<file path="src/hdl/pcie_tx_pkg.sv">
`default_nettype none

package pcie_tx_pkg;

   // widths
   localparam int ADDR_W = 64;
   localparam int DATA_W = 64;

   // one write payload quadword, as loaded over APB
   typedef logic [DATA_W-1:0] wdata_t;

   // one stream word toward the core
   typedef struct packed {
      logic              one_dw;   // only the low DW of data is meaningful
      logic              last;     // end of TLP
      logic [DATA_W-1:0] data;
   } txw_t;

   // fixed request sizes
   localparam int RD_LEN_DW  = 128;
   localparam int WR_LEN_DW  = 32;
   localparam int WR_QWORDS  = 16;   // buffer pops per write request
   localparam int CPL_LEN_DW = 2;

   // completion with data, 3-DW header, length in the low bits
   localparam logic [31:0] CPL_HDR0  = {8'h4A, 14'd0, 10'(CPL_LEN_DW)};
   localparam logic [15:0] CPL_BYTES = 16'd8;
   localparam logic [7:0]  BE_ALL    = 8'hFF;   // first/last byte enables

   // buffering
   localparam int TLP_MAX_WORDS = 18;   // write request, header plus payload
   localparam int TXF_DEPTH     = 32;
   localparam int WBUF_DEPTH    = 16;

   // APB register map
   localparam logic [7:0] REG_ADDR_LO  = 8'h00;
   localparam logic [7:0] REG_ADDR_HI  = 8'h04;
   localparam logic [7:0] REG_TAG      = 8'h08;
   localparam logic [7:0] REG_WDATA_LO = 8'h0C;
   localparam logic [7:0] REG_WDATA_HI = 8'h10;
   localparam logic [7:0] REG_CMD      = 8'h14;
   localparam logic [7:0] REG_STATUS   = 8'h18;

   // CMD register bit positions
   localparam int CMD_RD = 0;
   localparam int CMD_WR = 1;

endpackage

`default_nettype wire

</file>
<file path="src/hdl/fwft_fifo.sv">
`timescale 1ns/1ns
`default_nettype none

module fwft_fifo #(
   parameter type payload_t = logic [63:0],
   parameter int  DEPTH     = 16,
   parameter int  ROOM      = 1
) (
   input  wire           clock,
   input  wire           reset,
   input  wire           i_push,
   input  wire payload_t i_data,
   input  wire           i_pop,
   output payload_t      o_data,
   output logic          o_valid,
   output logic          o_room,
   output logic          o_full,
   output logic [5:0]    o_count
);

   payload_t                   mem [DEPTH];
   logic [$clog2(DEPTH)-1:0]   wr_ptr;
   logic [$clog2(DEPTH)-1:0]   rd_ptr;
   logic                       do_push;
   logic                       do_pop;

   assign do_push = i_push && !o_full;
   assign do_pop  = i_pop && o_valid;

   always_ff @(posedge clock)
   begin
      if (reset)
      begin
         wr_ptr  <= '0;
         rd_ptr  <= '0;
         o_count <= '0;
      end
      else
      begin
         if (do_push)
            wr_ptr <= wr_ptr + 1'b1;   // depth is a power of two, wraps
         if (do_pop)
            rd_ptr <= rd_ptr + 1'b1;
         o_count <= o_count + 6'(do_push) - 6'(do_pop);
      end
   end

   always_ff @(posedge clock)
   begin
      if (do_push)
         mem[wr_ptr] <= i_data;
   end

   assign o_data  = mem[rd_ptr];   // head word, no read needed
   assign o_valid = o_count != 6'd0;
   assign o_full  = o_count == 6'(DEPTH);
   assign o_room  = (DEPTH - int'(o_count)) >= ROOM;

   a_no_overflow: assert property (@(posedge clock) disable iff (reset) !(i_push && o_full));
   a_no_underflow: assert property (@(posedge clock) disable iff (reset) !(i_pop && !o_valid));

endmodule

`default_nettype wire

</file>
<file path="src/hdl/pcie_req_apb.sv">
`timescale 1ns/1ns
`default_nettype none

module pcie_req_apb (
   input  wire                             clock,
   input  wire                             reset,
   input  wire                             i_psel,
   input  wire                             i_penable,
   input  wire                             i_pwrite,
   input  wire [7:0]                       i_paddr,
   input  wire [31:0]                      i_pwdata,
   output logic [31:0]                     o_prdata,
   output logic                            o_pready,
   output logic                            o_pslverr,
   input  wire [5:0]                       i_wbuf_count,
   input  wire                             i_wbuf_full,
   output logic                            o_wbuf_push,
   output pcie_tx_pkg::wdata_t             o_wbuf_data,
   output logic                            o_rr_valid,
   output logic [pcie_tx_pkg::ADDR_W-1:0]  o_rr_addr,
   output logic [7:0]                      o_rr_tag,
   input  wire                             i_rr_ready,
   output logic                            o_wr_valid,
   output logic [pcie_tx_pkg::ADDR_W-1:0]  o_wr_addr,
   input  wire                             i_wr_ready
);

   logic [31:0] addr_lo;
   logic [31:0] addr_hi;
   logic [7:0]  tag;
   logic [31:0] data_lo;
   logic [3:0]  wr_beats;   // wr_ready pulses seen for the current write
   logic        wr_acc;
   logic        cmd_acc;
   logic        want_rd;
   logic        want_wr;
   logic        push_err;
   logic        cmd_err;

   assign wr_acc   = i_psel && i_penable && i_pwrite;
   assign cmd_acc  = wr_acc && (i_paddr == pcie_tx_pkg::REG_CMD);
   assign want_rd  = cmd_acc && i_pwdata[pcie_tx_pkg::CMD_RD];
   assign want_wr  = cmd_acc && i_pwdata[pcie_tx_pkg::CMD_WR];
   assign push_err = wr_acc && (i_paddr == pcie_tx_pkg::REG_WDATA_HI) && i_wbuf_full;
   // a second command of one kind, or a write without a full payload
   assign cmd_err  = (want_rd && o_rr_valid) ||
                     (want_wr && (o_wr_valid || i_wbuf_count < 6'(pcie_tx_pkg::WR_QWORDS)));

   assign o_pready    = i_psel && i_penable;   // zero wait states
   assign o_pslverr   = push_err || cmd_err;
   assign o_wbuf_push = wr_acc && (i_paddr == pcie_tx_pkg::REG_WDATA_HI) && !i_wbuf_full;
   assign o_wbuf_data = {i_pwdata, data_lo};

   always_comb
   begin
      case (i_paddr)
         pcie_tx_pkg::REG_ADDR_LO:  o_prdata = addr_lo;
         pcie_tx_pkg::REG_ADDR_HI:  o_prdata = addr_hi;
         pcie_tx_pkg::REG_TAG:      o_prdata = {24'd0, tag};
         pcie_tx_pkg::REG_WDATA_LO: o_prdata = data_lo;
         pcie_tx_pkg::REG_STATUS:   o_prdata = {19'd0, i_wbuf_count[4:0], 6'd0, o_wr_valid, o_rr_valid};
         default:                   o_prdata = 32'd0;
      endcase
   end

   // field registers and posted request fields
   always_ff @(posedge clock)
   begin
      if (wr_acc && i_paddr == pcie_tx_pkg::REG_ADDR_LO)
         addr_lo <= i_pwdata;
      if (wr_acc && i_paddr == pcie_tx_pkg::REG_ADDR_HI)
         addr_hi <= i_pwdata;
      if (wr_acc && i_paddr == pcie_tx_pkg::REG_TAG)
         tag <= i_pwdata[7:0];
      if (wr_acc && i_paddr == pcie_tx_pkg::REG_WDATA_LO)
         data_lo <= i_pwdata;
      if (want_rd && !cmd_err)
      begin
         o_rr_addr <= {addr_hi, addr_lo};
         o_rr_tag  <= tag;
      end
      if (want_wr && !cmd_err)
         o_wr_addr <= {addr_hi, addr_lo};
   end

   always_ff @(posedge clock)
   begin
      if (reset)
      begin
         o_rr_valid <= 1'b0;
         o_wr_valid <= 1'b0;
         wr_beats   <= 4'd0;
      end
      else
      begin
         if (want_rd && !cmd_err)
            o_rr_valid <= 1'b1;
         else if (i_rr_ready)
            o_rr_valid <= 1'b0;
         if (want_wr && !cmd_err)
            o_wr_valid <= 1'b1;
         else if (o_wr_valid && i_wr_ready)
         begin
            if (wr_beats == 4'(pcie_tx_pkg::WR_QWORDS - 1))
            begin
               o_wr_valid <= 1'b0;   // last quadword taken
               wr_beats   <= 4'd0;
            end
            else
               wr_beats <= wr_beats + 4'd1;
         end
      end
   end

   a_rr_hold: assert property (@(posedge clock) disable iff (reset)
      o_rr_valid && !i_rr_ready |=> o_rr_valid && $stable(o_rr_addr) && $stable(o_rr_tag));

endmodule

`default_nettype wire

</file>
<file path="src/hdl/pcie_tx.sv">
`timescale 1ns/1ns
`default_nettype none

module pcie_tx (
   input  wire                             clock,
   input  wire                             reset,
   input  wire [15:0]                      i_pcie_id,
   input  wire                             i_rc_done,
   input  wire [31:0]                      i_rc_dw2,
   input  wire [63:0]                      i_rc_data,
   input  wire                             i_rr_valid,
   input  wire [pcie_tx_pkg::ADDR_W-1:0]   i_rr_addr,
   input  wire [7:0]                       i_rr_tag,
   output logic                            o_rr_ready,
   input  wire                             i_wr_valid,
   input  wire [pcie_tx_pkg::ADDR_W-1:0]   i_wr_addr,
   output logic                            o_wr_ready,
   input  wire pcie_tx_pkg::wdata_t        i_wr_data,
   output logic                            o_push,
   output pcie_tx_pkg::txw_t               o_word,
   input  wire                             i_room
);

   logic [4:0]          state;   // 1-3 cpl, 4-5 read, 6-23 write
   logic                rc_pend;
   logic                rc_go;
   logic                rr_go;
   logic                wr_go;
   logic                boundary;
   logic                rr_is_32;
   logic                wr_is_32;
   logic                wr_is_32_q;
   pcie_tx_pkg::wdata_t wr_data_q;   // previous quadword for 3-DW straddling

   function automatic logic [31:0] es(input logic [31:0] x);
      es = {x[7:0], x[15:8], x[23:16], x[31:24]};
   endfunction

   assign rr_is_32 = i_rr_addr[63:32] == 32'd0;
   assign wr_is_32 = i_wr_addr[63:32] == 32'd0;

   assign boundary   = (state == 5'd0) || (state == 5'd3) || (state == 5'd5) || (state == 5'd23);
   assign o_rr_ready = state == 5'd5;
   // 3-DW form takes its first payload DW in the address word
   assign o_wr_ready = wr_is_32_q ? (state >= 5'd7 && state <= 5'd22)
                                  : (state >= 5'd8 && state <= 5'd23);

   // requests being finished this cycle are not eligible again
   assign rc_go = rc_pend && (state != 5'd3);
   assign rr_go = i_rr_valid && !o_rr_ready;
   assign wr_go = i_wr_valid && !o_wr_ready;

   always_ff @(posedge clock)
   begin
      if (reset)
      begin
         rc_pend <= 1'b0;
         state   <= 5'd0;
         o_push  <= 1'b0;
      end
      else
      begin
         if (i_rc_done)
            rc_pend <= 1'b1;
         else if (state == 5'd3)
            rc_pend <= 1'b0;
         if (boundary)
            state <= !i_room ? 5'd0 : rc_go ? 5'd1 : rr_go ? 5'd4 : wr_go ? 5'd6 : 5'd0;
         else
            state <= state + 5'd1;
         o_push <= state != 5'd0;
      end
   end

   always_ff @(posedge clock)
   begin
      if (state == 5'd6)
         wr_is_32_q <= wr_is_32;
      if (o_wr_ready)
         wr_data_q <= i_wr_data;
      case (state)
         5'd0: o_word <= '0;
         // completion
         5'd1: o_word <= {2'b00, i_pcie_id, pcie_tx_pkg::CPL_BYTES, pcie_tx_pkg::CPL_HDR0};
         5'd2: o_word <= {2'b00, es(i_rc_data[31:0]), i_rc_dw2};
         5'd3: o_word <= {2'b11, 32'd0, es(i_rc_data[63:32])};
         // read request
         5'd4: o_word <= {2'b00, i_pcie_id, i_rr_tag, pcie_tx_pkg::BE_ALL,
                          2'b00, !rr_is_32, 29'(pcie_tx_pkg::RD_LEN_DW)};
         5'd5: o_word <= rr_is_32 ? {2'b11, i_rr_addr[31:0], i_rr_addr[31:0]}
                                  : {2'b01, i_rr_addr[31:0], i_rr_addr[63:32]};
         // write request
         5'd6: o_word <= {2'b00, i_pcie_id, 8'h00, pcie_tx_pkg::BE_ALL,
                          2'b01, !wr_is_32, 29'(pcie_tx_pkg::WR_LEN_DW)};
         5'd7: o_word <= wr_is_32_q ? {2'b00, es(i_wr_data[31:0]), i_wr_addr[31:0]}
                                    : {2'b00, i_wr_addr[31:0], i_wr_addr[63:32]};
         5'd23: o_word <= wr_is_32_q ? {2'b11, 32'd0, es(wr_data_q[63:32])}
                                     : {2'b01, es(i_wr_data[63:32]), es(i_wr_data[31:0])};
         default: o_word <= wr_is_32_q ? {2'b00, es(i_wr_data[31:0]), es(wr_data_q[63:32])}
                                       : {2'b00, es(i_wr_data[63:32]), es(i_wr_data[31:0])};
      endcase
   end

   // a start refused for lack of room lets the pipeline drain and stops
   a_hold_no_push: assert property (@(posedge clock) disable iff (reset)
      boundary && (rc_go || rr_go || wr_go) && !i_room |=> ##1 !o_push);

endmodule

`default_nettype wire

</file>
<file path="src/hdl/pcie_tx_top.sv">
`timescale 1ns/1ns
`default_nettype none

module pcie_tx_top (
   input  wire         clock,
   input  wire         reset,
   input  wire         i_psel,
   input  wire         i_penable,
   input  wire         i_pwrite,
   input  wire [7:0]   i_paddr,
   input  wire [31:0]  i_pwdata,
   output logic [31:0] o_prdata,
   output logic        o_pready,
   output logic        o_pslverr,
   input  wire [15:0]  i_pcie_id,
   input  wire         i_rc_done,
   input  wire [31:0]  i_rc_dw2,
   input  wire [63:0]  i_rc_data,
   output logic [63:0] o_tx_tdata,
   output logic        o_tx_tlast,
   output logic        o_tx_1dw,
   output logic        o_tx_tvalid,
   input  wire         i_tx_tready
);

   logic [5:0]                      wbuf_count;
   logic                            wbuf_full;
   logic                            wbuf_push;
   pcie_tx_pkg::wdata_t             wbuf_data;
   pcie_tx_pkg::wdata_t             wbuf_head;
   logic                            rr_valid;
   logic [pcie_tx_pkg::ADDR_W-1:0]  rr_addr;
   logic [7:0]                      rr_tag;
   logic                            rr_ready;
   logic                            wr_valid;
   logic [pcie_tx_pkg::ADDR_W-1:0]  wr_addr;
   logic                            wr_ready;   // also the write buffer pop
   logic                            txf_push;
   logic                            txf_room;
   pcie_tx_pkg::txw_t               txf_in;
   pcie_tx_pkg::txw_t               txf_out;

   pcie_req_apb u_apb (
      .clock(clock), .reset(reset),
      .i_psel(i_psel), .i_penable(i_penable), .i_pwrite(i_pwrite),
      .i_paddr(i_paddr), .i_pwdata(i_pwdata),
      .o_prdata(o_prdata), .o_pready(o_pready), .o_pslverr(o_pslverr),
      .i_wbuf_count(wbuf_count), .i_wbuf_full(wbuf_full),
      .o_wbuf_push(wbuf_push), .o_wbuf_data(wbuf_data),
      .o_rr_valid(rr_valid), .o_rr_addr(rr_addr), .o_rr_tag(rr_tag), .i_rr_ready(rr_ready),
      .o_wr_valid(wr_valid), .o_wr_addr(wr_addr), .i_wr_ready(wr_ready)
   );

   fwft_fifo #(.payload_t(pcie_tx_pkg::wdata_t), .DEPTH(pcie_tx_pkg::WBUF_DEPTH), .ROOM(1)) u_wbuf (
      .clock(clock), .reset(reset),
      .i_push(wbuf_push), .i_data(wbuf_data), .i_pop(wr_ready),
      .o_data(wbuf_head), .o_valid(), .o_room(), .o_full(wbuf_full), .o_count(wbuf_count)
   );

   pcie_tx u_tx (
      .clock(clock), .reset(reset), .i_pcie_id(i_pcie_id),
      .i_rc_done(i_rc_done), .i_rc_dw2(i_rc_dw2), .i_rc_data(i_rc_data),
      .i_rr_valid(rr_valid), .i_rr_addr(rr_addr), .i_rr_tag(rr_tag), .o_rr_ready(rr_ready),
      .i_wr_valid(wr_valid), .i_wr_addr(wr_addr), .o_wr_ready(wr_ready),
      .i_wr_data(wbuf_head), .o_push(txf_push), .o_word(txf_in), .i_room(txf_room)
   );

   // two extra entries cover the words still in the builder pipeline
   fwft_fifo #(.payload_t(pcie_tx_pkg::txw_t), .DEPTH(pcie_tx_pkg::TXF_DEPTH),
               .ROOM(pcie_tx_pkg::TLP_MAX_WORDS + 2)) u_txf (
      .clock(clock), .reset(reset),
      .i_push(txf_push), .i_data(txf_in), .i_pop(o_tx_tvalid && i_tx_tready),
      .o_data(txf_out), .o_valid(o_tx_tvalid), .o_room(txf_room), .o_full(), .o_count()
   );

   assign o_tx_1dw   = txf_out.one_dw;
   assign o_tx_tlast = txf_out.last;
   assign o_tx_tdata = txf_out.data;

endmodule

`default_nettype wire

</file>
<file path="config.mk">
export PLATFORM = sky130hd
export DESIGN_NAME = pcie_tx_top
export DESIGN_NICKNAME = d
export VERILOG_FILES = /design/src/hdl/pcie_tx_pkg.sv /design/src/hdl/fwft_fifo.sv /design/src/hdl/pcie_req_apb.sv /design/src/hdl/pcie_tx.sv /design/src/hdl/pcie_tx_top.sv
export SDC_FILE = /design/constraint.sdc
export NUM_CORES = 2
export LEC_CHECK = 0
export BUFFER_PORTS_ARGS = -buffer_cell sky130_fd_sc_hd__buf_2
export CORE_MARGIN = 2
export CORE_UTILIZATION = 40
export DETAILED_ROUTE_END_ITERATION = 8
export GPL_ROUTABILITY_DRIVEN = 0
export GPL_TIMING_DRIVEN = 0
export MAX_ROUTING_LAYER = met4
export PLACE_DENSITY = 0.6
export SETUP_SLACK_MARGIN = 0.02
export SYNTH_ARGS = -nofsm -noshare
export SYNTH_HDL_FRONTEND = slang
export SYNTH_HIERARCHICAL = 1
export SYNTH_SLANG_ARGS = --single-unit
</file>
<file path="constraint.sdc">
create_clock -name clock -period 10.15 [get_ports clock]
set_input_delay 0 -clock clock [delete_from_list [all_inputs] [get_ports clock]]
set_output_delay 0 -clock clock [all_outputs]
set_load 0.05 [all_outputs]
</file>
== Word level (Yosys, flattened, before mapping) ==
Memory sizes are Yosys's and may differ from the RTL's. A register that Yosys moved wholly into a read port is not among the register bits.
Index checks and enable logic that the tools add are counted.
Storage, ports and cells
  output and inout port bits: 101
  bits in writable memories: 3136
  memories: 2
  register bits after elaboration: 414
Operators by class
  eq/ne operators: 18
  order comparisons: 6
  reductions and logical operators: 53
  muxes and demuxes: 28
  $add $sub $neg: 11
  bitwise logic cells: 1
Memory list
  u_txf.mem: words 32, width 66, rd ports 1, clocked after memory_dff 1, write ports 1, line fwft_fifo.sv:21  | payload_t mem [DEPTH];
  u_wbuf.mem: words 16, width 64, rd ports 1, clocked after memory_dff 1, write ports 1, line fwft_fifo.sv:21
Operator list (number)
  66-bit one-hot mux with 9 select lines: 1
  32-bit one-hot mux with 5 select lines: 1
  66-bit 2-to-1 mux: 2
  64-bit 2-to-1 mux: 2
  32-bit logical NOT: 2
  32-bit by 6-bit >= comparator with 1-bit output (second input constant): 1
  5-bit 2-to-1 mux: 6
  1-bit logical AND: 27
  8-bit by 5-bit == test with 1-bit output (second input constant): 3
  5-bit by 3-bit == test with 1-bit output (second input constant): 4
  8-bit by 4-bit == test with 1-bit output (second input constant): 2
  5-bit by 1-bit adder with 5-bit output (second input constant): 3
  4-bit by 1-bit adder with 4-bit output (second input constant): 3
  6-bit by 1-bit adder with 6-bit output: 2
  1-bit 2-to-1 mux: 12
  4-bit 2-to-1 mux: 3
  6-bit nonzero test: 2
  6-bit by 1-bit subtractor with 6-bit output: 2
  5-bit by 2-bit == test with 1-bit output (second input constant): 2
  5-bit less-or-equal comparator (second input constant): 2
  8-bit by 3-bit == test with 1-bit output (second input constant): 1
  8-bit logical NOT: 1
  2-bit nonzero test: 4
  1-bit logical NOT: 7
  other kinds (16): 22

== Longest topological paths before layout ==
  depth after elaboration: 10
  mapped depth: 18
  depth with buffers taken out: 17

== Hierarchy ==
Netlist, hierarchy kept.
By module, submodules not included
  fwft_fifo at u_txf: sequential area each 63841.2 µm², cells each 3954, instances 1, area an instance 81585.7 µm²
  fwft_fifo at u_wbuf: sequential area each 31109.8 µm², cells each 1698, instances 1, area an instance 39345.2 µm²
  pcie_req_apb: sequential area each 7327.0 µm², cells each 468, instances 1, area an instance 8853.5 µm²
  pcie_tx: sequential area each 2452.4 µm², cells each 718, instances 1, area an instance 6292.3 µm²
  pcie_tx_top: sequential area each 0.0 µm², cells each 1, instances 1, area an instance 6.3 µm²

== Worst setup path before layout ==
Ideal clock, no wire load.
  path kind: input-to-reg
  start point: in i_paddr[3]
  end point: reg u_apb/o_rr_addr[0] in the netlist's numbering (enable)
  data required time: 9470 ps
  data arrival time: 7730 ps
  path slack: 1740 ps
  library setup time: 680 ps
  stages on the path: 5
  path buffers: 2
  cell sequence: buf_2 > buf_1 > nor3_2 > nand4_1 > nor4_1
On the way
  longest elaborated chain between the ends: 7
  elaborated cells between the ends (all ways): 9
  classes of those cells: eq/ne (1); reduce/logical (8)
RTL lines
  start: declaration: line pcie_tx_top.sv:10  | input wire [7:0] i_paddr,
  8-bit by 5-bit == test with 1-bit output (*): line pcie_req_apb.sv:41  | assign cmd_acc = wr_acc && (i_paddr == pcie_tx_pkg::REG_CMD);
  1-bit logical AND (*): line pcie_req_apb.sv:41
  1-bit logical AND, on equally long branches: line pcie_req_apb.sv:42, pcie_req_apb.sv:43
  1-bit logical AND, on equally long branches: line pcie_req_apb.sv:46, pcie_req_apb.sv:47
  1-bit logical OR: line pcie_req_apb.sv:46  | assign cmd_err = (want_rd && o_rr_valid) ||
  1-bit logical NOT: line pcie_req_apb.sv:77  | if (want_rd && !cmd_err)
  1-bit logical AND (*): line pcie_req_apb.sv:77
  end signal: assignment: line pcie_req_apb.sv:79  | o_rr_addr <= {addr_hi, addr_lo};
  end: declaration: line pcie_req_apb.sv:20  | output logic [pcie_tx_pkg::ADDR_W-1:0] o_rr_addr,
Every way passes the cells marked *; elsewhere a longest branch is shown, timed or not.
A chain may end at the register's enable or synchronous reset.

== Worst setup path after layout ==
  start point: reg u_tx.state[4]
  end point: reg u_wbuf.o_count[4]
On the way
  longest elaborated chain between the ends: 5
  elaborated cells between the ends (all ways): 9
  classes of those cells: add/sub (1); order compare (4); mux (1); reduce/logical (3)
RTL lines
  start: declaration: line pcie_tx.sv:24  | logic [4:0] state;
  start signal: assignment: line pcie_tx.sv:68  | state <= !i_room ? 5'd0 : rc_go ? 5'd1 : rr_go ? 5'd4 : wr_go ? 5'd6 : 5'd0;
  start signal: assignment: line pcie_tx.sv:70  | state <= state + 5'd1;
  5-bit by 4-bit >= comparator with 1-bit output, or another cell as far along: line pcie_tx.sv:46  | : (state >= 5'd8 && state <= 5'd23);
  1-bit logical AND, on equally long branches: line pcie_tx.sv:46, pcie_tx.sv:45
  1-bit 2-to-1 mux (*): line pcie_tx.sv:45  | assign o_wr_ready = wr_is_32_q ? (state >= 5'd7 && state <= 5'd22)
  named net wr_ready: line pcie_tx_top.sv:37  | logic wr_ready;
  1-bit logical AND (*): line fwft_fifo.sv:28  | assign do_pop = i_pop && o_valid;
  6-bit by 1-bit subtractor with 6-bit output (*): line fwft_fifo.sv:44  | o_count <= o_count + 6'(do_push) - 6'(do_pop);
  end signal: assignment: line fwft_fifo.sv:44
  end: declaration: line fwft_fifo.sv:18  | output logic [5:0] o_count
The timed path passes the listed nets; every way through them passes the cells marked *.

==> impl_metrics.env <==
export IMPL_status="finished with violations"
export IMPL_violations="design-rule violations, max-capacitance violations, max-slew violations"
export IMPL_tightest_slew_ns=1.54
export IMPL_setup_worst_path_start="u_tx/state[4]"
export IMPL_maxCapViolCount=1
export IMPL_core_um2=339000
export IMPL_start_util_pct=40.1
export IMPL_post_drt_wl_per_cell_um=33.6
export IMPL_stdcell_area_um2=159000
export IMPL_post_route_cells_drive_above_1_share_pct=22.6
export IMPL_timing_final_max_slew_violations=2
export IMPL_average_cell_area_after_synthesis_um2=19.9
export IMPL_dr_total_vias=75186
export IMPL_global_route_usage_total_pct=24.8
export IMPL_report_final_setup_viol=0
export IMPL_util_after_layout_pct=47.0
export IMPL_ant_nets=0
export IMPL_critPathTopFamily="buffers and inverters"
export IMPL_cell_type_with_the_highest_occurrence_count_on_the_critical_path="inv_1"
export IMPL_grt_antenna_before_repair=50
export IMPL_crit_path_cell_trace="inv_1 > clkbuf_1 > clkbuf_1 > ha_1 > nor2b_1 > a31oi_1 > inv_2 > buf_12 > nand2_1 > inv_1 > ha_1 > inv_1 > ha_1 > inv_1 > fa_1 > o21bai_1 > a21oi_1 > xor2_1 > nor2_1"
export IMPL_final_hold_vios=0
export IMPL_critical_path_arrival_ns=5.71
export IMPL_endpoint="u_wbuf/o_count[4]"
export IMPL_finalSetupTns_ns=0
export IMPL_cts_resized=0
export IMPL_tritoncts_num_sinks=3527
export IMPL_r2r_end="u_wbuf/o_count[4]"
export IMPL_worst_r2r_startpoint="u_tx/state[4]"
export IMPL_horiz_die_dim_um=587
export IMPL_via_count_of_the_first_global_routing_pass=73047
export IMPL_yosys_warnings=6
export IMPL_placedInstanceArea_um2=146000
export IMPL_dp_final_hpwl_um=298000
export IMPL_finalPower_mw=34.9
export IMPL_route_final_wire_length_um=425000
export IMPL_drt_iter0_drc=10854
export IMPL_drt_vias_per_instance=5.94
export IMPL_timing_hold_worst_class="input port to flip-flop"
export IMPL_post_route_min_period_ns=4.95
export IMPL_wire_length_of_the_first_global_routing_pass_um=583000
export IMPL_area_growth_syn_to_layout_pct=17.2
export IMPL_critical_path_depth=19
export IMPL_finalCritPeriodShare_pct=48.8
export IMPL_startpoint_type="flip-flop"
export IMPL_cts_clk_slew_worst_paths_ns=0.06
export IMPL_place_port_buffers=259
export IMPL_cp_slowest_stage_delay_ns=0.63
export IMPL_grt_max_degree=47
export IMPL_synth_nets=7029
export IMPL_synthesized_area_um2=136000
export IMPL_areal_power_density_over_the_cells_nw_per_um2=219
export IMPL_finalClockSkew_ns=0.0615
export IMPL_critical_path_type="flip-flop to flip-flop"
export IMPL_final_net_count=7974
export IMPL_worst_path_max_delay_cell="clkbuf_1"
export IMPL_floorplan_io_pins=260
export IMPL_power_leakage_nw=49.7
export IMPL_timing_hold_ws_ns=0.0572
export IMPL_critical_path_required_ns=10.91
export IMPL_worst_slew_slack_as_a_fraction_of_its_limit_pct=-2.49
export IMPL_cts_tree="built"
export IMPL_cts_buffers_inserted=359
export IMPL_post_synth_inst_count=6827
export IMPL_overflow=0
export IMPL_drtPass1Iterations=9
export IMPL_final_fill_count=28216
export IMPL_ctsHtreeMaxLevel=5
export IMPL_grt_setup_unrepaired="false"
export IMPL_die_area_um2=345000
export IMPL_worst_skew_pair_late_latency_ns=0.91
export IMPL_cp_max_fo=22
export IMPL_floorplan_rows=214
export IMPL_worst_ir_drop_vdd_mv=0.151
export IMPL_ctsRootBufferMaster="clkbuf_16"
export IMPL_worst_r2r_cell_count=19
export IMPL_drc=26
export IMPL_clockBufferDepth=4
export IMPL_ff2ff_setup_slack_ns=5.20
export IMPL_crit_path_end_kind="flip-flop"
export IMPL_critPathBufInv=8
export IMPL_fmax_mhz=202
export IMPL_dieHeight_um=587
worst min-delay path by stage:
stage / from / to / slack [ns] / cells after the start
floorplan: reset / u_apb/wr_beats[0] / 0.07 / 1
global placement: i_pwdata[28] / u_apb/addr_hi[28] / 0.25 / 1
detailed placement: i_pwdata[28] / u_apb/addr_lo[28] / 0.26 / 1
CTS: i_rc_data[51] / u_tx/o_word[11] / 0.004 / 4
global route: i_pcie_id[1] / u_tx/o_word[49] / 0.01 / 4
finish: i_pcie_id[1] / u_tx/o_word[49] / 0.06 / 4
report_power, final:
group / switching (mW) / internal, mW
clock network: 5.44 / 7.50
registers: 0.663 / 16.7
logic: 3.07 / 1.48
registers in the layout (all words and copies together) (netlist names), 4 cells and up, named ones only:
name,flops
u_apb/addr_hi,32
u_apb/addr_lo,32
u_apb/data_lo,32
u_apb/o_rr_addr,64
u_apb/o_rr_tag,8
u_apb/o_wr_addr,64
u_apb/tag,8
u_apb/wr_beats,4
u_tx/o_word,66
u_tx/state,5
u_tx/wr_data_q,32
u_txf/mem,2112
u_txf/o_count,6
u_txf/rd_ptr,5
u_txf/wr_ptr,5
u_wbuf/mem,1024
u_wbuf/o_count,6
u_wbuf/rd_ptr,4
u_wbuf/wr_ptr,4
placed cells by master (no fill, tap or decap), drive strengths merged, types with 85 or more instances in the layout:
cell,n
edfxtp,3409
buf,726
clkbuf,598
mux2i,571
mux4,532
a22oi,446
nand2,262
nand3,155
dlygate4sd3,141
clkinv,126
dfxtp,118
a21oi,104
nor2,85
tightest hold or removal path, cell delays in order:
cell	delay [ns]
buf_2	0.18
a222oi_1	0.35
and3_1	0.20
a31oi_1	0.09
per-layer routing:
| layer | track usage (%) | wire length (um) | part of all wire (%) |
|---|---|---|---|
| met5 | - | 0 | 0 |
| met4 | 10.5 | 21200 | 5.0 |
| met3 | 5.81 | 45200 | 11 |
| met2 | 38.0 | 198000 | 46 |
| met1 | 32.0 | 161000 | 38 |
per-stage QoR:
stage	setup slack, ns	cells
2_1_floorplan	1.74	6827
4_1_cts	5.22	12588
3_5_place_dp	5.19	11806
3_3_place_gp	-7.13	11622
5_1_grt	5.09	12641
6_report	5.20	12650
what timing repair did:
item                      in CTS  in global routing
setup buffers                  0                  0
hold buffers                 141                  0
hold endpoints to repair     754                  0
final cells by class:
class                      count  area (um^2)  area share, %
sequential                  3527       105000           65.7
tap                         4536         5680           3.56
clock inverter               180         1670           1.05
buffer                       420         2310           1.45
antenna                       62          155         0.0974
timing repair buffer         584         5740           3.60
multi-input combinational   2817        29100           18.2
clock buffer                 461         9750           6.12
inverter                      63          239          0.150
Note: power is estimated with default switching activity, not from simulation.
